**config.mk**
```make
export PLATFORM = sky130hd
export DESIGN_NAME = demux_top
export DESIGN_NICKNAME = d
export VERILOG_FILES = /design/src/rtl/demux_cfg_pkg.sv /design/src/rtl/demux_bus_pkg.sv /design/src/rtl/demux_top.sv /design/src/rtl/rsp_merge.sv /design/src/rtl/req_demux.sv /design/src/rtl/id_tracker.sv /design/src/rtl/id_slot.sv
export SDC_FILE = /design/constraint.sdc
export NUM_CORES = 1
export LEC_CHECK = 0
export BUFFER_PORTS_ARGS = -buffer_cell sky130_fd_sc_hd__buf_2
export CAP_MARGIN = 20
export CELL_PAD_IN_SITES_DETAIL_PLACEMENT = 0
export CELL_PAD_IN_SITES_GLOBAL_PLACEMENT = 1
export CORE_MARGIN = 8
export CORE_UTILIZATION = 38
export CTS_BUF_LIST = sky130_fd_sc_hd__clkbuf_8 sky130_fd_sc_hd__clkbuf_16
export CTS_CLUSTER_DIAMETER = 30
export DETAILED_ROUTE_END_ITERATION = 7
export HOLD_SLACK_MARGIN = 0.15
export PLACE_DENSITY = 0.83
export SYNTH_ARGS = -nofsm -noshare
export SYNTH_HDL_FRONTEND = slang
export SYNTH_SLANG_ARGS = --single-unit
```
**constraint.sdc**
```tcl
create_clock -name clk_i -period 5.9 [get_ports clk_i]
set_input_delay 0.885 -clock clk_i [delete_from_list [all_inputs] [get_ports clk_i]]
set_output_delay 0.885 -clock clk_i [all_outputs]
set_load 0.05 [all_outputs]
```
**src/rtl/demux_cfg_pkg.sv**
```systemverilog
// ----------------------------------------------------------
// sizes of the request demux and the small index types
// shared by every RTL block
// ----------------------------------------------------------
`default_nettype none

package demux_cfg_pkg;

  // target side
  localparam int unsigned NUM_TARGETS = 4;
  localparam int unsigned TGT_BITS    = 2;

  // id tracking, one slot per id value
  localparam int unsigned ID_BITS     = 2;
  localparam int unsigned NUM_IDS     = 2 ** ID_BITS;
  // in-flight counter, saturates at 7 per id
  localparam int unsigned CNT_WIDTH   = 3;

  // bus payload widths
  localparam int unsigned ADDR_WIDTH  = 16;
  localparam int unsigned DATA_WIDTH  = 32;

  // index of a target port
  typedef logic [TGT_BITS-1:0] tgt_sel_t;

  // transaction id
  typedef logic [ID_BITS-1:0] id_t;

endpackage

`default_nettype wire
```
**src/rtl/demux_bus_pkg.sv**
```systemverilog
// ----------------------------------------------------------
// request and response payloads of the split-transaction bus
// ----------------------------------------------------------
`default_nettype none

package demux_bus_pkg;

  import demux_cfg_pkg::*;

  // ----------------------------------------------------------
  // request, 51 bits
  // ----------------------------------------------------------
  typedef struct packed {
    // transaction id, sets the response order
    id_t                   id;
    // 1 for write, 0 for read
    logic                  we;
    // top TGT_BITS bits pick the target
    logic [ADDR_WIDTH-1:0] addr;
    // ignored on reads
    logic [DATA_WIDTH-1:0] wdata;
  } bus_req_t;

  // ----------------------------------------------------------
  // response, 35 bits
  // ----------------------------------------------------------
  typedef struct packed {
    // id copied from the request
    id_t                   id;
    // read data, don't care on writes
    logic [DATA_WIDTH-1:0] rdata;
    // target reported an error
    logic                  err;
  } bus_rsp_t;

endpackage

`default_nettype wire

```
**src/rtl/demux_top.sv**
```systemverilog
// ----------------------------------------------------------
// request demux top: routing, id tracking, response merge
// ----------------------------------------------------------
`default_nettype none

module demux_top import demux_cfg_pkg::*, demux_bus_pkg::*; (
  input  logic                       clk_i,
  input  logic                       rst_i,
  // upstream request
  input  logic                       req_valid_i,
  input  bus_req_t                   req_i,
  output logic                       req_ready_o,
  // target requests
  output logic     [NUM_TARGETS-1:0] tgt_req_valid_o,
  output bus_req_t [NUM_TARGETS-1:0] tgt_req_o,
  input  logic     [NUM_TARGETS-1:0] tgt_req_ready_i,
  // target responses
  input  logic     [NUM_TARGETS-1:0] tgt_rsp_valid_i,
  input  bus_rsp_t [NUM_TARGETS-1:0] tgt_rsp_i,
  output logic     [NUM_TARGETS-1:0] tgt_rsp_ready_o,
  // upstream response strobe
  output logic                       rsp_valid_o,
  output bus_rsp_t                   rsp_o,
  // transactions in flight
  output logic                       busy_o
);

  // ----------------------------------------------------------
  // tracker wires
  // ----------------------------------------------------------
  id_t      lookup_id;
  tgt_sel_t lookup_tgt;
  logic     lookup_occupied;
  logic     lookup_full;
  logic     push;
  id_t      push_id;
  tgt_sel_t push_tgt;
  logic     pop;
  id_t      pop_id;

  req_demux u_req_demux (
    .clk_i             (clk_i),
    .rst_i             (rst_i),
    .req_valid_i       (req_valid_i),
    .req_i             (req_i),
    .req_ready_o       (req_ready_o),
    .tgt_req_valid_o   (tgt_req_valid_o),
    .tgt_req_o         (tgt_req_o),
    .tgt_req_ready_i   (tgt_req_ready_i),
    .lookup_id_o       (lookup_id),
    .lookup_tgt_i      (lookup_tgt),
    .lookup_occupied_i (lookup_occupied),
    .lookup_full_i     (lookup_full),
    .push_o            (push),
    .push_id_o         (push_id),
    .push_tgt_o        (push_tgt)
  );

  id_tracker u_id_tracker (
    .clk_i             (clk_i),
    .rst_i             (rst_i),
    .push_i            (push),
    .push_id_i         (push_id),
    .push_tgt_i        (push_tgt),
    .pop_i             (pop),
    .pop_id_i          (pop_id),
    .lookup_id_i       (lookup_id),
    .lookup_tgt_o      (lookup_tgt),
    .lookup_occupied_o (lookup_occupied),
    .lookup_full_o     (lookup_full),
    .busy_o            (busy_o)
  );

  rsp_merge u_rsp_merge (
    .clk_i           (clk_i),
    .rst_i           (rst_i),
    .tgt_rsp_valid_i (tgt_rsp_valid_i),
    .tgt_rsp_i       (tgt_rsp_i),
    .tgt_rsp_ready_o (tgt_rsp_ready_o),
    .rsp_valid_o     (rsp_valid_o),
    .rsp_o           (rsp_o),
    .pop_o           (pop),
    .pop_id_o        (pop_id)
  );

endmodule

`default_nettype wire

```
**src/rtl/rsp_merge.sv**
```systemverilog
// ----------------------------------------------------------
// round-robin merge of target responses onto the upstream
// strobe, with tracker pop on every grant
// ----------------------------------------------------------
`default_nettype none

module rsp_merge import demux_cfg_pkg::*, demux_bus_pkg::*; (
  input  logic                       clk_i,
  input  logic                       rst_i,
  // target responses
  input  logic     [NUM_TARGETS-1:0] tgt_rsp_valid_i,
  input  bus_rsp_t [NUM_TARGETS-1:0] tgt_rsp_i,
  output logic     [NUM_TARGETS-1:0] tgt_rsp_ready_o,
  // upstream strobe, no back-pressure
  output logic                       rsp_valid_o,
  output bus_rsp_t                   rsp_o,
  // tracker pop
  output logic                       pop_o,
  output id_t                        pop_id_o
);

  // first target looked at this cycle
  tgt_sel_t                 ptr_q;
  logic [NUM_TARGETS-1:0]   grant;
  tgt_sel_t                 gnt_idx;
  logic                     gnt_any;
  logic                     rsp_valid_q;
  bus_rsp_t                 rsp_q;

  // ----------------------------------------------------------
  // arbiter
  // ----------------------------------------------------------
  always_comb begin : arb
    tgt_sel_t idx;
    logic     found;
    grant   = '0;
    gnt_idx = ptr_q;
    found   = 1'b0;
    // scan from the pointer, wraps through the index width
    for (int i = 0; i < NUM_TARGETS; i++) begin
      idx = ptr_q + tgt_sel_t'(i);
      if (!found && tgt_rsp_valid_i[idx]) begin
        found      = 1'b1;
        grant[idx] = 1'b1;
        gnt_idx    = idx;
      end
    end
  end

  assign gnt_any = |grant;
  // only the winner is told ready
  assign tgt_rsp_ready_o = grant;

  // pop at the taking edge
  assign pop_o    = gnt_any;
  assign pop_id_o = tgt_rsp_i[gnt_idx].id;

  // pointer moves past the winner
  always_ff @(posedge clk_i) begin
    if (rst_i) begin
      ptr_q       <= '0;
      rsp_valid_q <= 1'b0;
    end else begin
      rsp_valid_q <= gnt_any;
      if (gnt_any) begin
        ptr_q <= gnt_idx + tgt_sel_t'(1);
      end
    end
  end

  // response payload
  always_ff @(posedge clk_i) begin
    if (gnt_any) begin
      rsp_q <= tgt_rsp_i[gnt_idx];
    end
  end

  assign rsp_valid_o = rsp_valid_q;
  assign rsp_o       = rsp_q;

  // at most one target taken per cycle
  a_grant_onehot: assert property (@(posedge clk_i) disable iff (rst_i)
    $onehot0(grant));

endmodule

`default_nettype wire

```
**src/rtl/req_demux.sv**
```systemverilog
// ----------------------------------------------------------
// request routing: address decode, per-id ordering stall
// and one output register per target
// ----------------------------------------------------------
`default_nettype none

module req_demux import demux_cfg_pkg::*, demux_bus_pkg::*; (
  input  logic                         clk_i,
  input  logic                         rst_i,
  // upstream request
  input  logic                         req_valid_i,
  input  bus_req_t                     req_i,
  output logic                         req_ready_o,
  // target requests
  output logic     [NUM_TARGETS-1:0]   tgt_req_valid_o,
  output bus_req_t [NUM_TARGETS-1:0]   tgt_req_o,
  input  logic     [NUM_TARGETS-1:0]   tgt_req_ready_i,
  // tracker lookup
  output id_t                          lookup_id_o,
  input  tgt_sel_t                     lookup_tgt_i,
  input  logic                         lookup_occupied_i,
  input  logic                         lookup_full_i,
  // tracker push
  output logic                         push_o,
  output id_t                          push_id_o,
  output tgt_sel_t                     push_tgt_o
);

  // decoded target of the waiting request
  tgt_sel_t sel;
  // ordering and capacity ok for this id
  logic     id_ok;
  // output register free or emptying at this edge
  logic [NUM_TARGETS-1:0] slot_free;
  // register write enables
  logic [NUM_TARGETS-1:0] load;
  logic                   accept;

  // output registers
  logic     [NUM_TARGETS-1:0] valid_q;
  bus_req_t [NUM_TARGETS-1:0] data_q;

  // ----------------------------------------------------------
  // decode and accept
  // ----------------------------------------------------------
  // top address bits select the target, no holes in the map
  assign sel = tgt_sel_t'(req_i.addr[ADDR_WIDTH-1 -: TGT_BITS]);

  assign lookup_id_o = req_i.id;

  // id must be free or already open at the same target,
  // otherwise responses could overtake each other
  assign id_ok = !lookup_full_i && (!lookup_occupied_i || (lookup_tgt_i == sel));

  assign slot_free = ~valid_q | tgt_req_ready_i;

  // only the chosen target's register matters,
  // a stalled target does not block the others
  assign req_ready_o = slot_free[sel] && id_ok;
  assign accept      = req_valid_i && req_ready_o;

  // tracker push at the accepting edge
  assign push_o     = accept;
  assign push_id_o  = req_i.id;
  assign push_tgt_o = sel;

  // ----------------------------------------------------------
  // per-target output registers
  // ----------------------------------------------------------
  for (genvar t = 0; t < NUM_TARGETS; t++) begin : gen_tgt
    assign load[t] = accept && (sel == tgt_sel_t'(t));

    // valid set on load, cleared on drain
    // load wins when both happen at one edge
    always_ff @(posedge clk_i) begin
      if (rst_i) begin
        valid_q[t] <= 1'b0;
      end else if (load[t]) begin
        valid_q[t] <= 1'b1;
      end else if (tgt_req_ready_i[t]) begin
        valid_q[t] <= 1'b0;
      end
    end

    // payload, no reset
    always_ff @(posedge clk_i) begin
      if (load[t]) begin
        data_q[t] <= req_i;
      end
    end

    // a held request stays put until the target takes it
    a_hold_stable: assert property (@(posedge clk_i) disable iff (rst_i)
      valid_q[t] && !tgt_req_ready_i[t] |=> valid_q[t] && $stable(data_q[t]));
  end

  assign tgt_req_valid_o = valid_q;
  assign tgt_req_o       = data_q;

endmodule

`default_nettype wire

```
**src/rtl/id_tracker.sv**
```systemverilog
// ----------------------------------------------------------
// per-id tracking slots with lookup, push, pop and busy flag
// ----------------------------------------------------------
`default_nettype none

module id_tracker import demux_cfg_pkg::*; (
  input  logic     clk_i,
  input  logic     rst_i,
  // push from the request side
  input  logic     push_i,
  input  id_t      push_id_i,
  input  tgt_sel_t push_tgt_i,
  // pop from the response side
  input  logic     pop_i,
  input  id_t      pop_id_i,
  // lookup for the waiting request
  input  id_t      lookup_id_i,
  output tgt_sel_t lookup_tgt_o,
  output logic     lookup_occupied_o,
  output logic     lookup_full_o,
  // anything still in flight
  output logic     busy_o
);

  // one-hot slot enables
  logic [NUM_IDS-1:0] push_en;
  logic [NUM_IDS-1:0] pop_en;

  // per-slot status
  tgt_sel_t [NUM_IDS-1:0] slot_tgt;
  logic     [NUM_IDS-1:0] slot_occupied;
  logic     [NUM_IDS-1:0] slot_full;

  assign push_en = push_i ? (NUM_IDS'(1) << push_id_i) : '0;
  assign pop_en  = pop_i ? (NUM_IDS'(1) << pop_id_i) : '0;

  // ----------------------------------------------------------
  // slots
  // ----------------------------------------------------------
  for (genvar i = 0; i < NUM_IDS; i++) begin : gen_slot
    id_slot u_slot (
      .clk_i      (clk_i),
      .rst_i      (rst_i),
      .push_i     (push_en[i]),
      .push_tgt_i (push_tgt_i),
      .pop_i      (pop_en[i]),
      .tgt_o      (slot_tgt[i]),
      .occupied_o (slot_occupied[i]),
      .full_o     (slot_full[i])
    );
  end

  // lookup mux
  assign lookup_tgt_o      = slot_tgt[lookup_id_i];
  assign lookup_occupied_o = slot_occupied[lookup_id_i];
  assign lookup_full_o     = slot_full[lookup_id_i];

  assign busy_o = |slot_occupied;

endmodule

`default_nettype wire

```
**src/rtl/id_slot.sv**
```systemverilog
// ----------------------------------------------------------
// in-flight counter and stored target for one id
// ----------------------------------------------------------
`default_nettype none

module id_slot import demux_cfg_pkg::*; (
  input  logic     clk_i,
  input  logic     rst_i,
  // request side, one more in flight
  input  logic     push_i,
  input  tgt_sel_t push_tgt_i,
  // response side, one less in flight
  input  logic     pop_i,
  // status
  output tgt_sel_t tgt_o,
  output logic     occupied_o,
  output logic     full_o
);

  logic [CNT_WIDTH-1:0] cnt_q;
  tgt_sel_t             tgt_q;

  // push and pop together cancel out
  always_ff @(posedge clk_i) begin
    if (rst_i) begin
      cnt_q <= '0;
    end else begin
      unique case ({push_i, pop_i})
        2'b10:   cnt_q <= cnt_q + CNT_WIDTH'(1);
        2'b01:   cnt_q <= cnt_q - CNT_WIDTH'(1);
        default: cnt_q <= cnt_q;
      endcase
    end
  end

  // target of the open transactions
  // only meaningful while occupied
  always_ff @(posedge clk_i) begin
    if (push_i) begin
      tgt_q <= push_tgt_i;
    end
  end

  assign tgt_o      = tgt_q;
  assign occupied_o = |cnt_q;
  // all ones is the limit
  assign full_o     = &cnt_q;

  // ----------------------------------------------------------
  // checks
  // ----------------------------------------------------------
  // a response for an id with nothing open means a target misbehaved
  a_no_underflow: assert property (@(posedge clk_i) disable iff (rst_i)
    pop_i |-> occupied_o);

  // the request side must stall on a full id
  a_no_overflow: assert property (@(posedge clk_i) disable iff (rst_i)
    push_i |-> !full_o);

endmodule

`default_nettype wire

```
==> results of run 1 <==
## final timing paths
check                                             end
min                    u_req_demux.tgt_req_valid_o[3]
max reg2reg  u_id_tracker.gen_slot[1].u_slot.cnt_q[2]
max          u_id_tracker.gen_slot[1].u_slot.cnt_q[2]
min reg2reg            u_req_demux.tgt_req_valid_o[3]
## cells in the mapped netlist (2+ instances only)
library cell	number
sky130_fd_sc_hd__dfxtp_1	19
sky130_fd_sc_hd__buf_4	5
sky130_fd_sc_hd__o21ai_0	5
sky130_fd_sc_hd__nand3_1	7
sky130_fd_sc_hd__buf_6	5
sky130_fd_sc_hd__nand4_1	9
sky130_fd_sc_hd__a311oi_1	5
sky130_fd_sc_hd__nand2_1	5
sky130_fd_sc_hd__mux2i_1	2
sky130_fd_sc_hd__and4_1	2
sky130_fd_sc_hd__a21oi_1	14
sky130_fd_sc_hd__a2111oi_0	4
sky130_fd_sc_hd__nor2b_1	2
sky130_fd_sc_hd__clkbuf_1	2
sky130_fd_sc_hd__xor2_1	8
sky130_fd_sc_hd__or3_1	7
sky130_fd_sc_hd__ha_1	9
sky130_fd_sc_hd__a211oi_1	6
sky130_fd_sc_hd__a22o_1	4
sky130_fd_sc_hd__mux4_2	43
sky130_fd_sc_hd__nand2b_1	9
sky130_fd_sc_hd__nor2_1	17
sky130_fd_sc_hd__edfxtp_1	247
sky130_fd_sc_hd__a21o_1	4
sky130_fd_sc_hd__inv_1	33
sky130_fd_sc_hd__nor3_1	7
sky130_fd_sc_hd__fa_1	4
sky130_fd_sc_hd__xnor2_1	4
sky130_fd_sc_hd__buf_2	2
## layout make-up
class,count,area share (%)
sequential,266,53.4
timing repair buffer,458,15.8
multi-input combinational,200,15.0
clock buffer,51,8.67
clock inverter,42,3.28
tap,341,2.92
inverter,34,0.874
## cell families after synthesis
logic type      after synthesis  synth area share [%]
flops                       266                  76.4
simple gates                 72                  4.06
compound gates               57                  4.45
buf+inv                      49                  2.38
mux                          45                  9.68
xor+xnor                     13                  1.19
fa+ha+maj                    13                  1.89
## worst register-to-register path, cell delays in order (launching register included)
cell and delay, ps:
sky130_fd_sc_hd__dfxtp_1 300, sky130_fd_sc_hd__buf_4 220, sky130_fd_sc_hd__inv_1 180, sky130_fd_sc_hd__ha_1 450, sky130_fd_sc_hd__or3b_1 400, sky130_fd_sc_hd__a2111o_1 520, sky130_fd_sc_hd__and2_4 240, sky130_fd_sc_hd__a2111oi_0 500
sky130_fd_sc_hd__a311oi_1 110, sky130_fd_sc_hd__a211oi_1 250, sky130_fd_sc_hd__ha_1 220, sky130_fd_sc_hd__inv_1 60, sky130_fd_sc_hd__fa_1 380, sky130_fd_sc_hd__xor2_1 170, sky130_fd_sc_hd__or3_1 310, sky130_fd_sc_hd__a21oi_1 140
## cell usage in the layout (no fill, tap or decap), types with 6 or more instances in the layout
master,synthesis,layout
sky130_fd_sc_hd__buf_2,2,451
sky130_fd_sc_hd__edfxtp_1,247,247
sky130_fd_sc_hd__clkbuf_16,0,50
sky130_fd_sc_hd__mux4_2,43,43
sky130_fd_sc_hd__inv_1,33,38
sky130_fd_sc_hd__dfxtp_1,19,19
sky130_fd_sc_hd__nor2_1,17,17
sky130_fd_sc_hd__a21oi_1,14,14
sky130_fd_sc_hd__nand2b_1,9,9
sky130_fd_sc_hd__nand4_1,9,9
sky130_fd_sc_hd__ha_1,9,9
sky130_fd_sc_hd__xor2_1,8,8
sky130_fd_sc_hd__clkinv_2,0,8
sky130_fd_sc_hd__clkinvlp_4,0,8
sky130_fd_sc_hd__bufinv_16,0,8
sky130_fd_sc_hd__nor3_1,7,7
sky130_fd_sc_hd__nand3_1,7,7
sky130_fd_sc_hd__or3_1,7,7
sky130_fd_sc_hd__buf_4,5,7
sky130_fd_sc_hd__a211oi_1,6,6
## flip-flops by register name, summed over array words and instances (netlist names)
| register | count |
|---|---|
| u_rsp_merge.ptr_q | 2 |
| u_id_tracker.gen_slot.u_slot.tgt_o | 8 |
| u_rsp_merge.rsp_o | 35 |
| u_req_demux.tgt_req_o | 204 |
| u_req_demux.tgt_req_valid_o | 4 |
| u_id_tracker.gen_slot.u_slot.cnt_q | 12 |
| u_rsp_merge.rsp_valid_o | 1 |
## metal layers
| metal | track usage, % | part of all wire, % |
|---|---|---|
| met1 | 21.0 | 37 |
| met4 | 4.43 | 1.3 |
| met2 | 34.8 | 53 |
| met3 | 6.57 | 9.0 |
| met5 | 0 | 0 |
## where the power goes
| group | total (mW) | internal, mW | switching (mW) |
|---|---|---|---|
| Clock | 2.83 | 1.91 | 0.919 |
| Sequential | 2.59 | 2.49 | 0.102 |
| Combinational | 2.90 | 0.965 | 1.93 |
## metrics by stage
stage                     setup slack [ps]  hold slack [ps]
after floorplan                       1610              472
after global placement                1480              486
after detailed placement              1400              495
after CTS                             1370              503
after global routing                  1120              525
final                                 1390              497
==> results.toml, run 1 <==
[outcome]
outcome = "finished clean"

[logic_synthesis]
postSynthRegisterBits = 266
postSynth.asyncResetShare_pct = 0
synth.yosys.seq_area_share_pct = 76.4
post_synth_inst_count = 515
synth.cell_area_um2 = 10200
synth_largest_type_area_fraction_pct = 72.6
yosys_most_used_dff = "sky130_fd_sc_hd__edfxtp_1"
ys_warn_count = 0
synth_top_area_cell = "sky130_fd_sc_hd__edfxtp_1"
postSynthAreaPerCell_um2 = 19.8
synth_top_cells_by_area = "sky130_fd_sc_hd__edfxtp_1 73%, sky130_fd_sc_hd__mux4_2 9.5%, sky130_fd_sc_hd__dfxtp_1 3.7%"
synth_cell_type_count = 54
net_count_of_the_mapped_netlist = 730
number_of_enable_type_register_cells_in_the_synthesized_netlist = 247

[floorplanning]
chipWidth_um = 180
design.core.area_um2 = 26700
full_die_area_um2 = 32400
die-height_um = 180
pin_count = 452
initial_core_util_pct = 38.3
fp-row-count = 60

[placed_design]
placedInstanceArea_um2 = 12900
finalWeightedCongestion = 0.847
place.detailed.instances = 1299
detailedPlacementHpwl_um = 24800
port_buffers = 451

[sta]
worst-slew-pin-transition_ps = 920
total_of_endpoints_with_negative_setup_slack_in_the_final_report = 0
rsz0062_at_grt = "no"
setup_tns_ps = 0
clock-skew-final_ps = 25.9
final_period_minus_worst_setup_slack_ps = 4510
slew_viol_final = 0
max_clock_freq_mhz = 222
final-hold-violation-count = 0
timing.final.crit_share_pct = 76.4
slew_headroom_pct = 38.6

[global_routing]
vias_in_the_first_global_route = 7288
grt.overflow.total = 0
pin_count_of_the_biggest_net_entering_global_routing = 40
globalRouteTotalUtil_pct = 19.1
number_of_antenna_violations_at_the_first_check_in_global_routing = 1
grt_pass1_wl_um = 47000

[final_layout]
layout.core_utilization_pct = 54.8
final_nets = 1225
fill_cells = 2129
ff_latch_area_um2 = 7800
multi_input_comb_area_um2 = 2190
diodes = 0
post_route_cells_drive_above_1_share_pct = 56.6
layoutNonFillerInstCount = 1392
area_delta_synth_final_pct = 42.9
postLayoutCellArea_um2 = 14600

[flow_run]
drv.max_cap_violation_count = 0

[critical_path]
crit_type = "flop to flop"
timing.rr.start = "u_rsp_merge.ptr_q[0]"
cpMaxStageDelayCell = "sky130_fd_sc_hd__a2111o_1"
worstPathMaxFanout = 13
critical_path_buffer_and_inverter_count = 3
ff2ff_path_depth = 15
timing.critical_path.cells = "buf_4 -> inv_1 -> ha_1 -> or3b_1 -> a2111o_1 -> and2_4 -> a2111oi_0 -> a311oi_1 -> a211oi_1 -> ha_1 -> inv_1 -> fa_1 -> xor2_1 -> or3_1 -> a21oi_1"
worst_ep_required_time_ps = 6350
crit_path_start = "u_rsp_merge.ptr_q[0]"
critical_path_arrival_ps = 4960
critPathLaunchType = "flop"
path_delay_family = "compound AO/OA/AOI/OAI gates"
setup.reg_to_reg.worst_slack_ps = 1390
cp-end-kind = "flop"
crit_cells = 15
delay_of_the_slowest_cell_on_the_worst_path_ps = 520

[power_and_ir_drop]
power.ir.vdd_worst_uv = 431
pwr_density_cell_nw_per_um2 = 570
power.leakage_nw = 5.94
power_total_mw = 8.32

[cts]
clk_latency_ps = 540
post_cts.resized_instances = 0
cts_tree = "built"
clock_tree.htree_level_count = 2
post_cts.repair.setup_buffers = 0
numCtsBuffers = 50
clk_root_buffer_cell = "sky130_fd_sc_hd__clkbuf_16"
clock_tree.buffer_depth = 3
postCtsHoldBufs = 0
numClockSinks = 266
clk_transition_reported_paths_ps = 40

[worst_hold_path]
min_delay_path_depth = 2
timing.hold.worst.class = "flop to flop"
min-delay-start = "u_req_demux.tgt_req_valid_o[3]"

[detailed_routing]
initialDrtViolationCount = 457
num_vias = 6921
vias_per_cell = 4.97
wirelength_um = 32100
wire_per_inst_um = 23.0
route.detailed.drc = 0
detail_route.first_pass.iterations = 4
ant_nets = 0
(Power assumes the default switching activity.)
==> run 2, diff against run 1 <==
- clock period: 5.9 -> 4.2 ns (I/O delays scaled with it)
==> results.toml, run 2 (synthesized netlist as in run 1, its figures left out) <==
[sta]
final-hold-violation-count = 0
rsz0062_at_grt = "yes"
max_clock_freq_mhz = 252
timing.final.crit_share_pct = 94.3
final_period_minus_worst_setup_slack_ps = 3960
slew_viol_final = 0
total_of_endpoints_with_negative_setup_slack_in_the_final_report = 0
setup_tns_ps = 0
clock-skew-final_ps = 15.1
worst-slew-pin-transition_ps = 849
holdWs_ps = 322
slew_headroom_pct = 43.3

[final_layout]
final_cell_mix = "451 x sky130_fd_sc_hd__buf_2, 247 x sky130_fd_sc_hd__edfxtp_1, 46 x sky130_fd_sc_hd__clkbuf_16"
largest_register_ffs = 204
most_frequent_standard_cell_in_the_layout_excluding_fill_and_tap_cells = "sky130_fd_sc_hd__buf_2"
post_route_cells_drive_above_1_share_pct = 57.0
final_nets = 1224
area_delta_synth_final_pct = 41.8

[detailed_routing]
wirelength_um = 32500
ant_nets = 0
wire_per_inst_um = 23.4
initialDrtViolationCount = 430
vias_per_cell = 4.99
detail_route.first_pass.iterations = 5
num_vias = 6920
route.detailed.drc = 0

[power_and_ir_drop]
power.leakage_nw = 5.88
power_total_mw = 11.4
pwr_density_cell_nw_per_um2 = 785
power.ir.vdd_worst_uv = 585

[global_routing]
grt_pass1_wl_um = 47000
grt.overflow.total = 0
globalRouteTotalUtil_pct = 19.3
pin_count_of_the_biggest_net_entering_global_routing = 52
vias_in_the_first_global_route = 7268
number_of_antenna_violations_at_the_first_check_in_global_routing = 4

[critical_path]
setup.reg_to_reg.worst_slack_ps = 240
worst_ep_required_time_ps = 4640
cp-end-kind = "flop"
critical_path_arrival_ps = 4410
critPathLaunchType = "flop"
crit_type = "flop to flop"
worstPathMaxFanout = 7

[outcome]
outcome = "finished clean"

[cts]
cts_tree = "built"
clk_latency_ps = 520
clock_tree.buffer_depth = 3
numClockSinks = 266
clock_tree.htree_level_count = 2
post_cts.repair.setup_buffers = 0
clk_root_buffer_cell = "sky130_fd_sc_hd__clkbuf_16"
clk_transition_reported_paths_ps = 50
numCtsBuffers = 46

[placed_design]
port_buffers = 451
detailedPlacementHpwl_um = 24800
finalWeightedCongestion = 0.913

[floorplanning]
die-height_um = 180
full_die_area_um2 = 32400
design.core.area_um2 = 26700
chipWidth_um = 180
pin_count = 452
fp-row-count = 60
initial_core_util_pct = 38.3

[flow_run]
drv.max_cap_violation_count = 0

[worst_hold_path]
timing.hold.worst.class = "input port to flop"
==> run 2: path summary, 6_finish.rpt <==
path	startpoint	end	cells past startpoint
hold reg to reg	u_id_tracker.gen_slot[3].u_slot.cnt_q[2]	u_id_tracker.gen_slot[3].u_slot.cnt_q[2]	2
setup / recovery	u_rsp_merge.ptr_q[1]	u_id_tracker.gen_slot[0].u_slot.cnt_q[2]	14
hold / removal	req_i[1]	u_req_demux.tgt_req_o[154]	1
setup reg to reg	u_rsp_merge.ptr_q[1]	u_id_tracker.gen_slot[0].u_slot.cnt_q[2]	14
==> run 2: area by class of cell <==
class	count	area, um2
clock inverter	38	389
tap	341	427
sequential	266	7800
inverter	34	128
antenna	1	2.50
multi-input combinational	200	2200
fill	2154	12200
clock buffer	46	1150
timing repair buffer	461	2380
==> run 2: through the flow <==
step                worst slack (ps)  cells  instance area [um2]  utilization [%]
global placement                 214   1302                12900             48.5
detailed placement               130   1302                12900             48.5
finish                           238   1387                14500             54.3
global route                   -11.3   1387                14500             54.3
CTS                              183   1386                14500             54.3
floorplan                       28.9    515                10200                -
==> run 2: what timing repair did <==
| item | 4_1_cts | 5_1_grt |
|---|---|---|
| hold buffers | 0 | 0 |
| resized for setup | 0 | 4 |
| setup endpoints to repair | 0 | 3 |
==> run 2: layer usage <==
layer,vias up,global-route usage (%),part of all wire (%)
li1,3078,-,-
met1,3374,20.9,36
met2,401,34.4,52
met3,63,6.75,9.5
met4,4,6.80,2.9
met5,-,0,0.071
==> run 2: worst max-delay path, cell delays in order (launching register included) <==
cell and delay (ps):
sky130_fd_sc_hd__dfxtp_1 320, sky130_fd_sc_hd__inv_1 90, sky130_fd_sc_hd__ha_1 290, sky130_fd_sc_hd__or3b_1 380
sky130_fd_sc_hd__a2111o_1 470, sky130_fd_sc_hd__and2_4 230, sky130_fd_sc_hd__a21o_4 230, sky130_fd_sc_hd__or3_1 320
sky130_fd_sc_hd__a311oi_2 280, sky130_fd_sc_hd__ha_1 230, sky130_fd_sc_hd__inv_1 60, sky130_fd_sc_hd__fa_1 380
sky130_fd_sc_hd__xor2_1 170, sky130_fd_sc_hd__or3_1 310, sky130_fd_sc_hd__a21oi_1 140
==> run 2: report_power, final <==
part	internal, mW	switching, mW
registers	3.50	0.113
logic	1.39	2.76
clock network	2.33	1.27
==> run 3, diff against run 2 <==
- BUFFER_PORTS_ARGS: -buffer_cell sky130_fd_sc_hd__buf_2 -> unset
- CORE_AREA: unset -> 8 8 169 171
- CORE_MARGIN: 8 -> unset
- CORE_UTILIZATION: 38 -> unset
- DIE_AREA: unset -> 0 0 177 179
- DONT_BUFFER_PORTS: unset -> 1
- PLACE_DENSITY: 0.83 -> 0.67
==> results.toml, run 3 (synthesized netlist as in run 1, its figures left out) <==
[outcome]
outcome = "finished clean"

[floorplanning]
full_die_area_um2 = 31700
pin_count = 452
chipWidth_um = 177
die-height_um = 179
design.core.area_um2 = 25800
fp-row-count = 59
initial_core_util_pct = 39.6

[critical_path]
cpMaxStageDelayCell = "sky130_fd_sc_hd__a2111o_1"
r2r-end = "u_id_tracker.gen_slot[1].u_slot.cnt_q[2]"
cp-end-kind = "flop"
worst_ep_required_time_ps = 4650
ff2ff_path_depth = 14
setup.reg_to_reg.worst_slack_ps = 170
worstPathMaxFanout = 6
crit_type = "flop to flop"
critical_path_arrival_ps = 4480
timing.rr.start = "u_rsp_merge.ptr_q[1]"
timing.critical_path.cells = "inv_2 -> ha_4 -> or3b_1 -> a2111o_1 -> and2_4 -> a2111oi_1 -> a311oi_1 -> a211oi_1 -> ha_1 -> inv_1 -> fa_1 -> xor2_1 -> or3_1 -> a21oi_1"
delay_of_the_slowest_cell_on_the_worst_path_ps = 550
critPathLaunchType = "flop"

[detailed_routing]
wire_per_inst_um = 32.9
detail_route.first_pass.iterations = 4
wirelength_um = 31000
route.detailed.drc = 0
initialDrtViolationCount = 391
vias_per_cell = 5.67
ant_nets = 0
num_vias = 5347

[sta]
final-hold-violation-count = 0
slew_viol_final = 0
rsz0062_at_grt = "no"
worst-slew-pin-transition_ps = 878
clock-skew-final_ps = 17.8
total_of_endpoints_with_negative_setup_slack_in_the_final_report = 0
max_clock_freq_mhz = 248
timing.final.crit_share_pct = 96.0
setup_tns_ps = 0
final_period_minus_worst_setup_slack_ps = 4030
finalWorstSetupSlack_ps = 170
slew_headroom_pct = 41.5

[power_and_ir_drop]
pwr_density_cell_nw_per_um2 = 914
power.ir.vdd_worst_uv = 958
power.leakage_nw = 4.15

[global_routing]
number_of_antenna_violations_at_the_first_check_in_global_routing = 10
grt.overflow.total = 0
grt_pass1_wl_um = 40600
vias_in_the_first_global_route = 5389
globalRouteTotalUtil_pct = 17.8
pin_count_of_the_biggest_net_entering_global_routing = 52

[final_layout]
area_delta_synth_final_pct = 21.0
final_cell_mix = "247 x sky130_fd_sc_hd__edfxtp_1, 50 x sky130_fd_sc_hd__clkbuf_16, 43 x sky130_fd_sc_hd__mux4_2"
largest_register_ffs = 204
final_nets = 779
post_route_cells_drive_above_1_share_pct = 26.7
most_frequent_standard_cell_in_the_layout_excluding_fill_and_tap_cells = "sky130_fd_sc_hd__edfxtp_1"

[cts]
clock_tree.buffer_depth = 3
clk_transition_reported_paths_ps = 40
clk_root_buffer_cell = "sky130_fd_sc_hd__clkbuf_16"
clock_tree.htree_level_count = 2
clk_latency_ps = 530
cts_tree = "built"
numCtsBuffers = 49
numClockSinks = 266

[flow_run]
drv.max_cap_violation_count = 0

[worst_hold_path]
timing.hold.worst.class = "input port to flop"
min_delay_path_depth = 1
hold_path_end = "u_id_tracker.gen_slot[0].u_slot.cnt_q[2]"
min-delay-start = "rst_i"

[placed_design]
detailedPlacementHpwl_um = 23300
port_buffers = 0
place_ws_ps = 115
finalWeightedCongestion = 0.859
[run 3: cell types whose count changed in the layout (fill, tap and decap cells not counted), sizes merged, moves of 2 or more]
cell,before,now
clkinvlp,4,6
inv,44,50
buf,461,12
diode,1,4
clkinv,19,15
clkbuf,46,50
[run 3: critical path, delay by kind of cell, from the launching register on]
family	cells	cell delay, ps
DFF	1	350
xor gates and xnor gates	1	160
AOI/OAI and AO/OA	5	1540
and+or+nand+nor	3	940
adders and majority gates	3	810
buffers and inverters	2	140
[run 3: timing repair]
item                                    in CTS  in global routing
resized for setup                            0                 11
setup buffers                                0                  1
endpoints found under the setup margin       0                  4
hold buffers                                 1                  0
endpoints found under the hold margin        7                  0
[run 3: where the power goes]
part / switching (mW) / total, mW / internal [mW] / leakage [nW]
Sequential: 1.25 / 4.78 / 3.53 / 2.44
Combinational: 1.52 / 2.68 / 1.15 / 0.889
Clock: 1.37 / 3.83 / 2.47 / 0.815
Total: 4.15 / 11.3 / 7.15 / 4.15
[run 3: cell type report]
type                       instances  area (um2)
fill                            2041       13400
multi-input combinational        200        2230
clock inverter                    41         413
inverter                          34         128
sequential                       266        7800
tap                              335         419
antenna                            4        10.0
clock buffer                      50        1250
timing repair buffer              13         100
[run 3: stage by stage]
step           util [%]  area, um2  power, mW  hold slack (ps)  instances
2_1_floorplan         -      10200       6.90              472        515
3_3_place_gp       41.2      10600       7.38              477        846
3_5_place_dp       41.2      10600       7.47              494        846
4_1_cts            47.7      12300       11.3              152        938
5_1_grt            47.9      12400       11.8              155        942
6_report           47.9      12400       11.3              181        943
[run 3: routing by layer]
metal  part of all wire (%)  vias up  routed length [um]  global-route usage, %
li1                       -     2199                   -                      -
met1                     32     2717                9840                   17.7
met2                     53      371               16400                   31.3
met5                   0.27        -                  83                      0
met4                    1.2       14                 364                   4.45
met3                     14       46                4330                   10.4
[run 3: worst max-delay path by stage]
stage	start	cells after the start	slack, ps	endpoint
6_report	u_rsp_merge.ptr_q[1]	14	170	u_id_tracker.gen_slot[1].u_slot.cnt_q[2]
5_1_grt	u_rsp_merge.ptr_q[1]	14	30	u_id_tracker.gen_slot[0].u_slot.cnt_q[2]
4_1_cts	u_rsp_merge.ptr_q[1]	15	100	u_id_tracker.gen_slot[2].u_slot.cnt_q[2]
3_5_place_dp	u_rsp_merge.ptr_q[1]	15	110	u_id_tracker.gen_slot[2].u_slot.cnt_q[2]
3_3_place_gp	u_rsp_merge.ptr_q[1]	15	270	u_id_tracker.gen_slot[3].u_slot.cnt_q[2]
2_1_floorplan	u_rsp_merge.ptr_q[0]	16	30	u_id_tracker.gen_slot[0].u_slot.cnt_q[2]
